==> src/hw/soc_bus_pkg.sv <==
package soc_bus_pkg;

    // --------------------------------------------------
    // Bus payload types
    // --------------------------------------------------
    typedef logic [31:0] addr_t;
    typedef logic [31:0] data_t;
    typedef logic [3:0]  strb_t;                // One bit per byte lane

    // --------------------------------------------------
    // Memory map
    // --------------------------------------------------
    localparam addr_t RAM_BASE  = 32'hFFFF_0000; // Internal RAM in the top 64 KB
    localparam int    RAM_WORDS = 2048;          // 8 KB deep
    localparam int    RAM_AW    = 11;            // Word index from addr[12:2]

    localparam addr_t GPIO_BASE = 32'h0300_0000;
    localparam addr_t GPIO_SPAN = 32'd256;
    localparam addr_t UART_ADDR = 32'h0300_0100; // Single mapped word

    // GPIO register indices from addr[5:2]
    localparam int GPIO_IDX_W = 4;
    localparam logic [GPIO_IDX_W-1:0] GPIO_LED_GREEN = 4'd1;
    localparam logic [GPIO_IDX_W-1:0] GPIO_LED_RED   = 4'd2;
    localparam logic [GPIO_IDX_W-1:0] GPIO_Z80_RST   = 4'd3;
    localparam logic [GPIO_IDX_W-1:0] GPIO_I2C_SCL   = 4'd5;
    localparam logic [GPIO_IDX_W-1:0] GPIO_I2C_SDA   = 4'd6;
    localparam logic [GPIO_IDX_W-1:0] GPIO_USB_RST   = 4'd7;

    // Returned when nothing answers the address
    localparam data_t UNMAPPED_DATA = 32'hFFFF_FFFF;

    // --------------------------------------------------
    // UART timing
    // --------------------------------------------------
    localparam int CLKS_PER_BIT    = 16;
    localparam int UART_FRAME_BITS = 10;        // Start, 8 data, stop

endpackage

==> src/hw/periph_if.sv <==
`timescale 1ns/1ps

// One decoded region of the host memory bus
interface periph_if;
    import soc_bus_pkg::*;

    logic  valid;   // Request already gated by the region select
    addr_t addr;
    data_t wdata;
    strb_t wstrb;   // Zero means read
    data_t rdata;
    logic  ready;

    // Decoder side
    modport host (
        output valid,
        output addr,
        output wdata,
        output wstrb,
        input  rdata,
        input  ready
    );

    // Peripheral side
    modport dev (
        input  valid,
        input  addr,
        input  wdata,
        input  wstrb,
        output rdata,
        output ready
    );

endinterface

==> src/hw/gpio_regs.sv <==
`timescale 1ns/1ps

module gpio_regs (
    input  logic    clk_rv,
    input  logic    rst_rv,
    periph_if.dev   bus,
    input  logic    i2c_sda_in,
    output logic    led_red_n,
    output logic    led_green_n,
    output logic    z80_rst,
    output logic    i2c_scl,
    output logic    i2c_sda_low,
    output logic    usb_rst_n
);
    import soc_bus_pkg::*;

    logic [GPIO_IDX_W-1:0] reg_idx;
    logic                  wr_en;

    logic led_green_q;
    logic led_red_q;
    logic z80_rst_q;
    logic scl_q;
    logic sda_q;
    logic usb_rst_q;

    assign reg_idx = bus.addr[GPIO_IDX_W+1:2];
    assign wr_en   = bus.valid && (bus.wstrb != '0);

    // --------------------------------------------------
    // Register bank with one bit per index
    // --------------------------------------------------
    always_ff @(posedge clk_rv) begin
        if (!rst_rv) begin
            led_green_q <= 1'b0;
            led_red_q   <= 1'b0;
            z80_rst_q   <= 1'b1;            // Hold the Z80 in reset
            scl_q       <= 1'b1;
            sda_q       <= 1'b1;            // Released
            usb_rst_q   <= 1'b0;
            bus.ready   <= 1'b0;
        end else begin
            bus.ready <= bus.valid;
            if (wr_en) begin
                case (reg_idx)
                    GPIO_LED_GREEN: led_green_q <= bus.wdata[0];
                    GPIO_LED_RED:   led_red_q   <= bus.wdata[0];
                    GPIO_Z80_RST:   z80_rst_q   <= bus.wdata[0];
                    GPIO_I2C_SCL:   scl_q       <= bus.wdata[0];
                    GPIO_I2C_SDA:   sda_q       <= bus.wdata[0];
                    GPIO_USB_RST:   usb_rst_q   <= bus.wdata[0];
                    default: ;                  // Unused slots ignore writes
                endcase
            end
        end
    end

    // Only two indices read back anything
    always_ff @(posedge clk_rv) begin
        if (bus.valid) begin
            case (reg_idx)
                GPIO_Z80_RST: bus.rdata <= {31'd0, z80_rst_q};
                GPIO_I2C_SDA: bus.rdata <= {31'd0, i2c_sda_in};
                default:      bus.rdata <= '0;
            endcase
        end
    end

    // --------------------------------------------------
    // Pin drive
    // --------------------------------------------------
    assign led_green_n = !led_green_q;      // LEDs are active low
    assign led_red_n   = !led_red_q;
    assign z80_rst     = z80_rst_q;
    assign i2c_scl     = scl_q;
    assign i2c_sda_low = !sda_q;            // Open drain pulls low on 0
    assign usb_rst_n   = usb_rst_q;

endmodule

==> src/flat_wrapper.sv <==
// flat-port wrapper written by rule: the top's interface ports become plain ports
module gpio_regs_flat import soc_bus_pkg::*;
  (clk_rv, rst_rv, i2c_sda_in, led_red_n, led_green_n, z80_rst, i2c_scl, i2c_sda_low, usb_rst_n, bus_valid, bus_addr, bus_wdata, bus_wstrb, bus_rdata, bus_ready);
  periph_if bus_i ();
  input  logic clk_rv;
  input  logic rst_rv;
  input  logic i2c_sda_in;
  output logic led_red_n;
  output logic led_green_n;
  output logic z80_rst;
  output logic i2c_scl;
  output logic i2c_sda_low;
  output logic usb_rst_n;
  input wire logic [$bits(bus_i.valid)-1:0] bus_valid;
  input wire logic [$bits(bus_i.addr)-1:0] bus_addr;
  input wire logic [$bits(bus_i.wdata)-1:0] bus_wdata;
  input wire logic [$bits(bus_i.wstrb)-1:0] bus_wstrb;
  output wire logic [$bits(bus_i.rdata)-1:0] bus_rdata;
  output wire logic [$bits(bus_i.ready)-1:0] bus_ready;
  assign bus_i.valid = bus_valid;
  assign bus_i.addr = bus_addr;
  assign bus_i.wdata = bus_wdata;
  assign bus_i.wstrb = bus_wstrb;
  assign bus_rdata = bus_i.rdata;
  assign bus_ready = bus_i.ready;
  gpio_regs u_core (.clk_rv(clk_rv), .rst_rv(rst_rv), .bus(bus_i), .i2c_sda_in(i2c_sda_in), .led_red_n(led_red_n), .led_green_n(led_green_n), .z80_rst(z80_rst), .i2c_scl(i2c_scl), .i2c_sda_low(i2c_sda_low), .usb_rst_n(usb_rst_n));
endmodule
==> config.mk <==
export PLATFORM = sky130hd
export DESIGN_NAME = gpio_regs_flat
export DESIGN_NICKNAME = d
export VERILOG_FILES = /design/src/hw/soc_bus_pkg.sv /design/src/hw/periph_if.sv /design/src/hw/gpio_regs.sv /design/src/flat_wrapper.sv
export SDC_FILE = /design/constraint.sdc
export NUM_CORES = 1
export LEC_CHECK = 0
export ABC_CLOCK_PERIOD_IN_PS = 2200
export BUFFER_PORTS_ARGS = -buffer_cell sky130_fd_sc_hd__buf_4
export CAP_MARGIN = 20
export CORE_MARGIN = 2
export CORE_UTILIZATION = 28
export DETAILED_ROUTE_END_ITERATION = 7
export PLACE_DENSITY = 0.9
export SYNTH_ARGS = -nofsm -noshare
export SYNTH_HDL_FRONTEND = slang
export SYNTH_SLANG_ARGS = --single-unit
==> constraint.sdc <==
create_clock -name clk_rv -period 2.2 [get_ports clk_rv]
set_input_delay 0.22 -clock clk_rv [delete_from_list [all_inputs] [get_ports clk_rv]]
set_output_delay 0.22 -clock clk_rv [all_outputs]
set_load 0.1 [all_outputs]
==> results of run 1 <==
==> registers in the layout, indices dropped and copies added (netlist names) <==
| name | flops |
|---|---|
| u_core.bus.rdata | 1 |
| u_core.bus.ready | 1 |
| u_core.i2c_scl | 1 |
| u_core.led_green_q | 1 |
| u_core.led_red_q | 1 |
| u_core.sda_q | 1 |
| u_core.usb_rst_n | 1 |
| u_core.z80_rst | 1 |
==> report_power, final <==
group / switching, uW / total, uW / internal (uW)
registers: 1.25 / 153 / 151
clock network: 51.3 / 121 / 69.5
logic: 271 / 297 / 25.5
==> routing by layer <==
metal	GRT usage, %	wire length, um	up-vias
li1	-	-	215
met1	11.17	488	187
met2	15.13	488	35
met3	6.250	153	0
met4	2.703	0	0
met5	0	0	-
==> cells in the mapped netlist <==
library cell and count:
nand3b_1 1, o41a_1 1, conb_1 1, nor2_1 1, nand3_1 1, dfxtp_1 7
nor2b_1 6, inv_1 3, buf_4 31, nor3b_1 1, nand2_1 4, mux2i_1 6
edfxtp_1 1, a32oi_1 1, and2_1 1, nand4_1 2, nand4b_1 2
==> logic make-up (layout without fill, tap and decap cells) <==
family	Yosys count	count (layout)	synth area share (%)
DFF	8	8	27.87
other	1	31	0.6142
AOI/OAI and AO/OA	2	2	3.279
buffers and inverters	34	27	39.96
muxes	6	6	9.836
and+or+nand+nor	19	19	18.44
==> cell type report <==
cell class / instances / area (um^2)
Fill cell: 228 / 1301
Inverter: 3 / 11.26
Sequential cell: 8 / 170.2
Multi-Input combinational cell: 58 / 309.0
Clock buffer: 4 / 26.28
Tap cell: 27 / 33.78
Timing Repair Buffer: 20 / 150.1
==> per-stage QoR <==
step | setup WS (ns) | std cells | hold WS, ns | util (%)
finish | 1.076 | 120 | 0.1814 | 35.00
global route | 1.016 | 120 | 0.1619 | 35.00
detailed placement | 0.9285 | 116 | 0.4457 | 33.69
floorplan | 0.8807 | 100 | 0.3325 | -
global placement | 0.9664 | 116 | 0.4446 | 33.69
CTS | 1.068 | 120 | 0.1775 | 35.00
==> worst paths after layout <==
| path | startpoint | slack (ns) | end | cells after the start |
|---|---|---|---|---|
| hold / removal | bus_valid | 0.18 | u_core.bus.rdata[0]$_DFFE_PP_ | 1 |
| hold reg to reg | u_core.led_green_q$_SDFFE_PN0P_ | 0.47 | u_core.led_green_q$_SDFFE_PN0P_ | 2 |
| setup / recovery | u_core.z80_rst$_SDFFE_PN1P_ | 1.08 | z80_rst | 1 |
| setup reg to reg | u_core.z80_rst$_SDFFE_PN1P_ | 1.41 | u_core.bus.rdata[0]$_DFFE_PP_ | 2 |
==> summary.md, run 1 <==
| Metric | Value |
|---|---|
| Leakage | 0.0003728 uW |
| Postcts setup bufs | 0 |
| Unrepaired setup endpoints after global routing | no |
| Grt total ovfl | 0 |
| Synth top area cells | buf_4 (38%), dfxtp_1 (23%), mux2i_1 (9.8%), nor2b_1 (6.1%), edfxtp_1 (4.9%) |
| Via count | 437 |
| Clock transition at path regs | 0.06 ns |
| DIE AREA | 2570 um^2 |
| Startpoint Class | flip-flop |
| Fin nets | 166 |
| FF+latch count, synth | 8 |
| Most frequent cells in the layout | conb_1 (31), buf_4 (20), dfxtp_1 (7), nor2b_1 (6), mux2i_1 (6) |
| Fmax | 889.4 MHz |
| Ant diodes | 0 |
| Vias in the first global route | 414 |
| Number of I/O port buffers | 20 |
| TritonRoute pass-1 iters | 2 |
| Most common cell after layout, fill and taps aside | conb_1 |
| Final worst-path cycle share | 51.10% |
| Row cnt | 16 |
| Final setup vio count | 0 |
| Core Area | 2002 um^2 |
| CTS hold repair buffers | 0 |
| Via density | 3.642 |
| Yosys top cell area share | 38.11% |
| Register area share after synthesis | 27.87% |
| Area after DPL | 674.4 um^2 |
| Layout cells sized above 1 | 24.73% |
| Crit path cell chain | buf_4 |
| Total wire length | 1131 um |
| Die H | 50.70 um |
| Global placement routability congestion | 0.7139 |
| 1st-iter DRT viols | 4 |
| Cells resized by post-CTS repair | 0 |
| Clock tree buffer depth | 2 |
| CTS buffer count | 3 |
| Crit path largest cell delay | 0.35 ns |
| Worst vdd ir | 0.3654 mV |
| First-pass GRT wire length | 1794 um |
| CP endpoint kind | output pin |
| Clk Tree Root Cell | clkbuf_4 |
| Max-slew violation count | 0 |
| GR Util All Layers | 9.808% |
| Final Hold Viols | 0 |
| Final Total Pwr | 570.2 uW |
| Post-DR wirelength/cell | 9.425 um |
| Post-detail-place hpwl | 995.7 um |
| Area Growth Syn to Fin | 14.75% |
| Clock sink count | 8 |
| Initial Utilization | 30.50% |
| Clock Skews | 0.01015 ns |
| Max Cap Viol | 0 |
| Mapped Area | 610.6 um^2 |
| Setup tns final | 0 ns |
| Distinct cells, synth | 17 |
| Data required time of the critical path | 1.98 ns |
| Die Wd | 50.70 um |
| Pin count of the biggest net entering global routing | 10 |
| Delay-heaviest family, CP | flip-flops |
| DR DRC count | 0 |
| Setup CP Type | reg -> out |
| Final Critical Period | 1.124 ns |
| H-tree levels | 1 |
| CP bufs+invs | 1 |
| Antenna violations before repair | 0 |
| CTS tree | yes |
| IO Count | 111 |
| Ratio of total power to cell area | 813.8 nW/um^2 |
| Yosys Warn Count | 0 |
| CP max stage cell | dfxtp_1 |
| Leading area contributor after synthesis | buf_4 |
| Clock insertion delay at the later pin of the skew report | 0.26 ns |
| ANT nets after route | 0 |
| CP arrival | 0.90 ns |
| Final instance area | 700.7 um^2 |
| Status | finished clean |
| Post-Syn Area per Cell | 8.723 um^2 |
| HP Class | in -> reg |
| Crit path max fanout | 3 |
| Cells after synthesis | 70 |
No activity file was read; power rests on OpenSTA's default activity.
==> inputs of run 2 (changes only) <==
ABC_AREA = 1   (was unset)
ABC_CLOCK_PERIOD_IN_PS = 1200   (was 2200)
CORE_UTILIZATION = 27   (was 28)
PLACE_DENSITY = 0.84   (was 0.9)
clock period = 1.2 ns   (was 2.2 ns; I/O delays follow)
==> run 2 against run 1 <==
Design area is 7.3% higher. Global-route usage is 2.2 points lower. Non-clock buffer count stayed put. Count of clock-buffer cells in the layout stayed put. Clock power is 82% higher.
==> summary.md, run 2 <==
| Metric | Value |
|---|---|
| Status | finished clean |
| Most numerous cell in the Yosys netlist | buf_4 |
| Die Wd | 53.56 um (+5.7%) |
| Synth top area cells | buf_4 (35%), dfxtp_1 (21%), nor2_1 (9.6%), nand2_1 (6.8%), nand3_1 (6.0%) |
| Layout filler cell count | 266 (+17%) |
| Cells after synthesis | 98 (+40%) |
| Core Area | 2276 um^2 (+14%) |
| Worst vdd ir | 0.7161 mV (+96%) |
| Distinct cells, synth | 13 (-4) |
| Crit path cell chain | inv_1 -> buf_4 |
| Final Hold Viols | 0 (unchanged) |
| Setup crit end | i2c_sda_low |
| IO Count | 111 (unchanged) |
| Adder-cell share of the synthesized area | 0% (unchanged) |
| Post-detail-place hpwl | 922.7 um (-7.3%) |
| Post-Syn Area per Cell | 6.767 um^2 (-22%) |
| Switching share of total power | 57.61% (+0.80 points) |
| DR DRC count | 0 (unchanged) |
| Global placement routability congestion | 0.7385 (+3.4%) |
| DIE AREA | 2869 um^2 (+12%) |
| CTS hold repair buffers | 0 (unchanged) |
| Startpoint Class | flip-flop |
| Mapped Area | 663.1 um^2 (+8.6%) |
| Clock power frac | 20.4% (-0.8 points) |
| Final setup vio count | 0 (unchanged) |
| P_int | 456.2 uW (+85%) |
| Xor-xnor portion of the synthesized cell area | 0% (unchanged) |
| HP Class | in -> reg |
| Hold path depth | 2 (+1) |
| 1st-iter DRT viols | 6 (+2) |
| Async SR Flop Fraction | 0% (unchanged) |
| Clock insertion delay at the later pin of the skew report | 0.25 ns (about the same) |
| CTS buffer count | 3 (unchanged) |
| R2R setup slack | 0.42 ns (-0.99 ns) |
| Combinational share of power | 53.3% (+1.2 points) |
| CTS tree | yes |
| Clock transition at path regs | 0.06 ns (about the same) |
| Worst Reg-to-Reg Cells | 1 (-1) |
| R2R Path Start | u_core.z80_rst$_SDFFE_PN1P_ |
| TritonRoute pass-1 iters | 4 (+2) |
| Crit path largest cell delay | 0.31 ns (-0.04 ns) |
| First-pass GRT wire length | 1566 um (-13%) |
| Clk Tree Root Cell | clkbuf_4 |
| Reg2reg end | u_core.bus.rdata[0]$_DFFE_PP_ |
| Part of the power in registers | 26.2% (-0.6 points) |
| Max Cap Viol | 0 (unchanged) |
| Yosys Warn Count | 0 (unchanged) |
| Setup CP Type | reg -> out |
| Yosys top cell area share | 35.09% (-3.0 points) |
| Clock Skews | 0.002547 ns (-0.007606 ns) |
| Max-slew violation count | 0 (unchanged) |
| Final Critical Period | 1.002 ns |
| Number of I/O port buffers | 20 (unchanged) |
| Final worst-path cycle share | 83.48% |
| Fin nets | 193 (+16%) |
| Data required time of the critical path | 1.08 ns (-0.90 ns) |
| Setup tns final | 0 ns (unchanged) |
| Register area share after synthesis | 25.66% (-2.2 points) |
| Most frequent cells in the layout | conb_1 (31), buf_4 (20), nor2_1 (17), nand2_1 (12), inv_1 (10) |
| Vias in the first global route | 393 (-5.1%) |
| Total wire length | 1064 um (-5.9%) |
| Fmax | 998.2 MHz |
| Crit path max fanout | 2 (-1) |
| Die H | 53.56 um (+5.7%) |
| Top post-synthesis cells by count | buf_4 (31), nor2_1 (17), nand2_1 (12) |
| Top FF cell, synth | dfxtp_1 |
| Antenna violations before repair | 0 (unchanged) |
| Area Growth Syn to Fin | 13.40% |
| Post-synthesis simple-gate area fraction | 30.94% (+13 points) |
| Row cnt | 17 (+1) |
| Cell Count, Final, Fillers Out | 148 (+23%) |
| Mux cell area share after synthesis | 0% (-9.8 points) |
| Switch Pwr | 620.0 uW (+91%) |
| Ant diodes | 0 (unchanged) |
| Post-DR wirelength/cell | 7.189 um (-24%) |
| Grt total ovfl | 0 (unchanged) |
| Clock sink count | 8 (unchanged) |
| FF+latch count, synth | 8 (unchanged) |
| CP endpoint kind | output pin |
| Crit path from | u_core.sda_q$_SDFFE_PN1P_ |
| Via density | 3.635 (-0.18%) |
| Via count | 538 (+23%) |
| Clock tree buffer depth | 2 (unchanged) |
| Worst path depth | 2 (+1) |
| Largest family of logic cells by synthesized area | buffers and inverters |
| CP max stage cell | dfxtp_1 |
| Initial Utilization | 29.14% (-1.4 points) |
| Leakage | 0.0004118 uW (+10%) |
| CP bufs+invs | 2 (+1) |
| ANT nets after route | 0 (unchanged) |
| H-tree levels | 1 (unchanged) |
| Placed cells | 144 (+24%) |
| Complex-gate fraction of the synthesized area | 1.321% (-2.0 points) |
| Unrepaired setup endpoints after global routing | no |
| Layout cells sized above 1 | 23.33% (-1.4 points) |
| Cells resized by post-CTS repair | 0 (unchanged) |
| CP arrival | 0.88 ns (-0.02 ns) |
| Postcts setup bufs | 0 (unchanged) |
| Leading area contributor after synthesis | buf_4 |
| Ratio of total power to cell area | 1431 nW/um^2 (+76%) |
| Number of flops mapped to enable cells by yosys | 1 (unchanged) |
| Delay-heaviest family, CP | buffers and inverters |
| Pin count of the biggest net entering global routing | 13 (+3) |
| Most common cell after layout, fill and taps aside | conb_1 |
| GR Util All Layers | 7.625% (-2.2 points) |
[run 2: changes by cell type after synthesis, moves of 4 or more]
cell	change
nor2_1	+16
nand2_1	+8
inv_1	+7
nand3_1	+7
mux2i_1	-6
nor2b_1	-6
nand4_1	+4
[run 2: area by class of cell]
type,instances,area [um^2],area share [%]
tap,28,35.03,4.659
timing repair buffer,20,150.1,19.97
multi-input combinational,78,330.3,43.93
inverter,10,37.54,4.992
sequential,8,172.7,22.96
clock buffer,4,26.28,3.494
[run 2: metal layers]
| metal | global-route usage, % | up-vias | routed length [um] |
|---|---|---|---|
| met1 | 8.136 | 220 | 412 |
| met3 | 5.278 | 0 | 138 |
| met4 | 1.282 | 0 | 0 |
| met2 | 12.55 | 29 | 514 |
| li1 | - | 289 | - |
| met5 | 0 | - | 0 |
[run 2: power by group through the flow]
stage / registers (uW) / clock network, uW / logic [uW]
finish: 282 / 220 / 574
floorplan: 331 / 0 / 554
CTS: 283 / 227 / 573
global route: 283 / 243 / 592
global placement: 288 / 0 / 571
detailed placement: 288 / 0 / 573
[run 2: how the worst min path moves through the flow]
stage          startpoint                     endpoint  slack (ns)
2_1_floorplan      rst_rv  u_core.z80_rst$_SDFFE_PN1P_        0.20
4_1_cts            rst_rv    u_core.sda_q$_SDFFE_PN1P_        0.10
6_report           rst_rv    u_core.sda_q$_SDFFE_PN1P_        0.11
3_3_place_gp       rst_rv    u_core.sda_q$_SDFFE_PN1P_        0.36
5_1_grt            rst_rv    u_core.sda_q$_SDFFE_PN1P_        0.11
3_5_place_dp       rst_rv    u_core.sda_q$_SDFFE_PN1P_        0.37
[run 2: kinds of logic after synthesis]
kind of cell	Yosys count
other	1
buffers and inverters	42
DFF	8
AOI/OAI and AO/OA	1
and+or+nand+nor	46
[run 2: metrics by stage]
stage               hold WS [ns]  util (%)  setup WS (ns)  power [uW]  instance area [um^2]
floorplan                 0.2045         -        0.02193       884.3                 778.2
global placement          0.3645     31.89         0.2903       859.7                 725.7
detailed placement        0.3685     31.89         0.2756       861.1                 725.7
CTS                       0.1045     33.04         0.1864        1082                 752.0
global route              0.1072     33.04         0.1496        1118                 752.0
finish                    0.1066     33.04         0.1982        1076                 752.0
==> inputs of run 3 (changes only) <==
ABC_AREA = 0   (was 1)
ABC_CLOCK_PERIOD_IN_PS = 900   (was 1200)
CORE_UTILIZATION = 23   (was 27)
PLACE_DENSITY = 0.8   (was 0.84)
clock period = 0.9 ns   (was 1.2 ns; I/O delays follow)
==> run 3 against run 2 <==
The flow now finishes with violations (setup timing). Final cell count is 14% lower. First-iteration DRC count is 33% lower. Non-clock buffer count is 5 higher. Via count is 14% lower. Clock power is 34% higher. Clock skew is 0.0024 ns lower. Utilization is 0.79 points higher. Worst setup slack worse by 0.27 ns. Global-route usage is 1.1 points lower. Critical endpoint unchanged. Largest cell class unchanged. Largest power group unchanged.
==> summary.md, run 3 (synthesis results as in run 1) <==
| Metric | Value |
|---|---|
| Crit path max fanout | 2 (unchanged) |
| Final worst-path cycle share | 107.5% |
| Area Growth Syn to Fin | 38.52% |
| Clock insertion delay at the later pin of the skew report | 0.25 ns (about the same) |
| First-pass GRT wire length | 1566 um (unchanged) |
| Clock Skews | 0.0001007 ns (-0.002447 ns) |
| Global placement routability congestion | 0.7318 (-0.91%) |
| Setup crit end | i2c_sda_low |
| Grt total ovfl | 0 (unchanged) |
| Final Critical Period | 0.9672 ns |
| Cell Count, Final, Fillers Out | 128 (-14%) |
| Fmax | 1034 MHz |
| Post-DR wirelength/cell | 8.508 um (+18%) |
| CP bufs+invs | 2 (unchanged) |
| Crit path cell chain | clkinvlp_4 -> buf_6 |
| Die H | 55.53 um (+3.7%) |
| GRT Max-Usage Layer | met2 |
| Initial Utilization | 24.42% (-4.7 points) |
| DIE AREA | 3083 um^2 (+7.5%) |
| Row cnt | 18 (+1) |
| DR DRC count | 0 (unchanged) |
| Max-slew violation count | 0 (unchanged) |
| Most common cell after layout, fill and taps aside | conb_1 |
| Via count | 464 (-14%) |
| HP Class | in -> reg |
| Worst Reg-to-Reg Cells | 2 (+1) |
| IO Count | 111 (unchanged) |
| Via density | 3.625 (-0.28%) |
| Clock sink count | 8 (unchanged) |
| Setup CP Type | reg -> out |
| Unrepaired setup endpoints after global routing | yes |
| Crit path from | u_core.sda_q$_SDFFE_PN1P_ |
| Final Hold Viols | 0 (unchanged) |
| Crit path largest cell delay | 0.36 ns (+0.05 ns) |
| Clock tree buffer depth | 2 (unchanged) |
| Clock transition at path regs | 0.06 ns (about the same) |
| Layout cells sized above 1 | 38.78% (+15 points) |
| Startpoint Class | flip-flop |
| CP endpoint kind | output pin |
| Die Wd | 55.53 um (+3.7%) |
| Ant diodes | 0 (unchanged) |
| CP arrival | 0.88 ns (about the same) |
| Reg2reg end | u_core.bus.rdata[0]$_DFFE_PP_ |
| 1st-iter DRT viols | 4 (-2) |
| Worst vdd ir | 0.6218 mV (-13%) |
| GR Util All Layers | 6.544% (-1.1 points) |
| Delay-heaviest family, CP | flip-flops |
| Number of I/O port buffers | 20 (unchanged) |
| Met1 Track Usage GR | 7.518% (-0.62 points) |
| CP max stage cell | dfxtp_2 |
| R2R Path Start | u_core.z80_rst$_SDFFE_PN1P_ |
| Post-detail-place hpwl | 921.9 um (about the same) |
| Post-route setup slack | -0.06724 ns (-0.2655 ns) |
| Ratio of total power to cell area | 1667 nW/um^2 (+16%) |
| Most frequent cells in the layout | conb_1 (31), buf_4 (15), nor2b_1 (6), mux2i_1 (6), buf_6 (5) |
| Met3 Usage GRT | 4.215% (-1.1 points) |
| Clk Tree Root Cell | clkbuf_4 |
| Worst path depth | 2 (unchanged) |
| Final setup vio count | 4 (+4) |
| Layout filler cell count | 260 (-2.3%) |
| Antenna violations before repair | 0 (unchanged) |
| Placed cells | 122 (-15%) |
| CTS buffer count | 3 (unchanged) |
| M2 GR Usage | 9.864% (-2.7 points) |
| Utilization after layout | 33.83% (+0.79 points) |
| Leakage | 0.0004202 uW (+2.0%) |
| Vias in the first global route | 390 (-0.76%) |
| Fin nets | 171 (-11%) |
| Violated checks | setup timing |
| Max Cap Viol | 0 (unchanged) |
| Data required time of the critical path | 0.81 ns (-0.27 ns) |
| ANT nets after route | 0 (unchanged) |
| R2R setup slack | 0.08 ns (-0.34 ns) |
| Total wire length | 1089 um (+2.3%) |
| CTS tree | yes |
| Core Area | 2500 um^2 (+9.8%) |
| Pin count of the biggest net entering global routing | 10 (-3) |
| H-tree levels | 1 (unchanged) |
| TritonRoute pass-1 iters | 4 (unchanged) |
| Status | complete, but fails checks |
-- run 3: cell count changes in the layout (fill, tap and decap cells not counted), sizes merged, moves of 2 or more --
cell      delta
inv         -10
nand2       -10
nand4b       +2
clkinvlp     +3
nor2        -17
mux2i        +6
nor2b        +6
buf          +5
nand4        -4
nand3        -7
-- run 3: final cells by class --
class	instances	area (um^2)	share of cell area [%]
multi-input cells	58	309.0	36.54
repair buffers	25	264.0	31.21
flip-flops and latches	8	186.4	22.04
well taps	30	37.54	4.438
clock buffers	4	26.28	3.107
inverters	3	22.52	2.663
-- run 3: routing by layer --
metal  routed length [um]  vias to the layer above
met5                    0                        -
met4                    0                        0
met3                  132                        0
met2                  532                       33
met1                  423                      206
li1                     -                      225
-- run 3: per-stage QoR --
stage	setup TNS [ns]	worst slack (ns)	hold slack (ns)	power (uW)	instance area, um^2
floorplan	-0.1631	-0.09402	0.2025	1130	747.0
global placement	-0.9440	-0.1639	0.3075	1102	724.4
detailed placement	-1.152	-0.2190	0.3092	1105	724.4
CTS	-0.2020	-0.07333	0.04253	1415	817.0
global route	-0.3526	-0.1029	0.03006	1464	845.8
finish	-0.1698	-0.06724	0.04695	1410	845.8
-- run 3: worst register-to-register path, cell delays in order (launching register included) --
cell	delay [ns]
dfxtp_4	0.36
a32oi_1	0.16
nor2b_1	0.06
-- run 3: worst min-delay path by stage --
stage	from	end	slack (ns)	cells past startpoint
3_5_place_dp	bus_valid	u_core.bus.rdata[0]$_DFFE_PP_	0.31	1
4_1_cts	bus_valid	u_core.bus.rdata[0]$_DFFE_PP_	0.04	1
5_1_grt	bus_valid	u_core.bus.rdata[0]$_DFFE_PP_	0.03	1
6_report	bus_valid	u_core.bus.rdata[0]$_DFFE_PP_	0.05	1
2_1_floorplan	bus_valid	u_core.bus.rdata[0]$_DFFE_PP_	0.20	0
3_3_place_gp	bus_valid	u_core.bus.rdata[0]$_DFFE_PP_	0.31	1
-- run 3: power by group --
part / switching, uW / internal (uW) / total, uW
combinational: 663 / 83.9 / 747
clock: 125 / 170 / 294
sequential: 5.82 / 363 / 369
-- run 3: what timing repair did --
action,in CTS,in global routing
resized for setup,17,5
endpoints found under the setup margin,8,8
hold endpoints to repair,0,0
pin swaps,0,2
hold buffers,0,0
buffers inserted,1,1
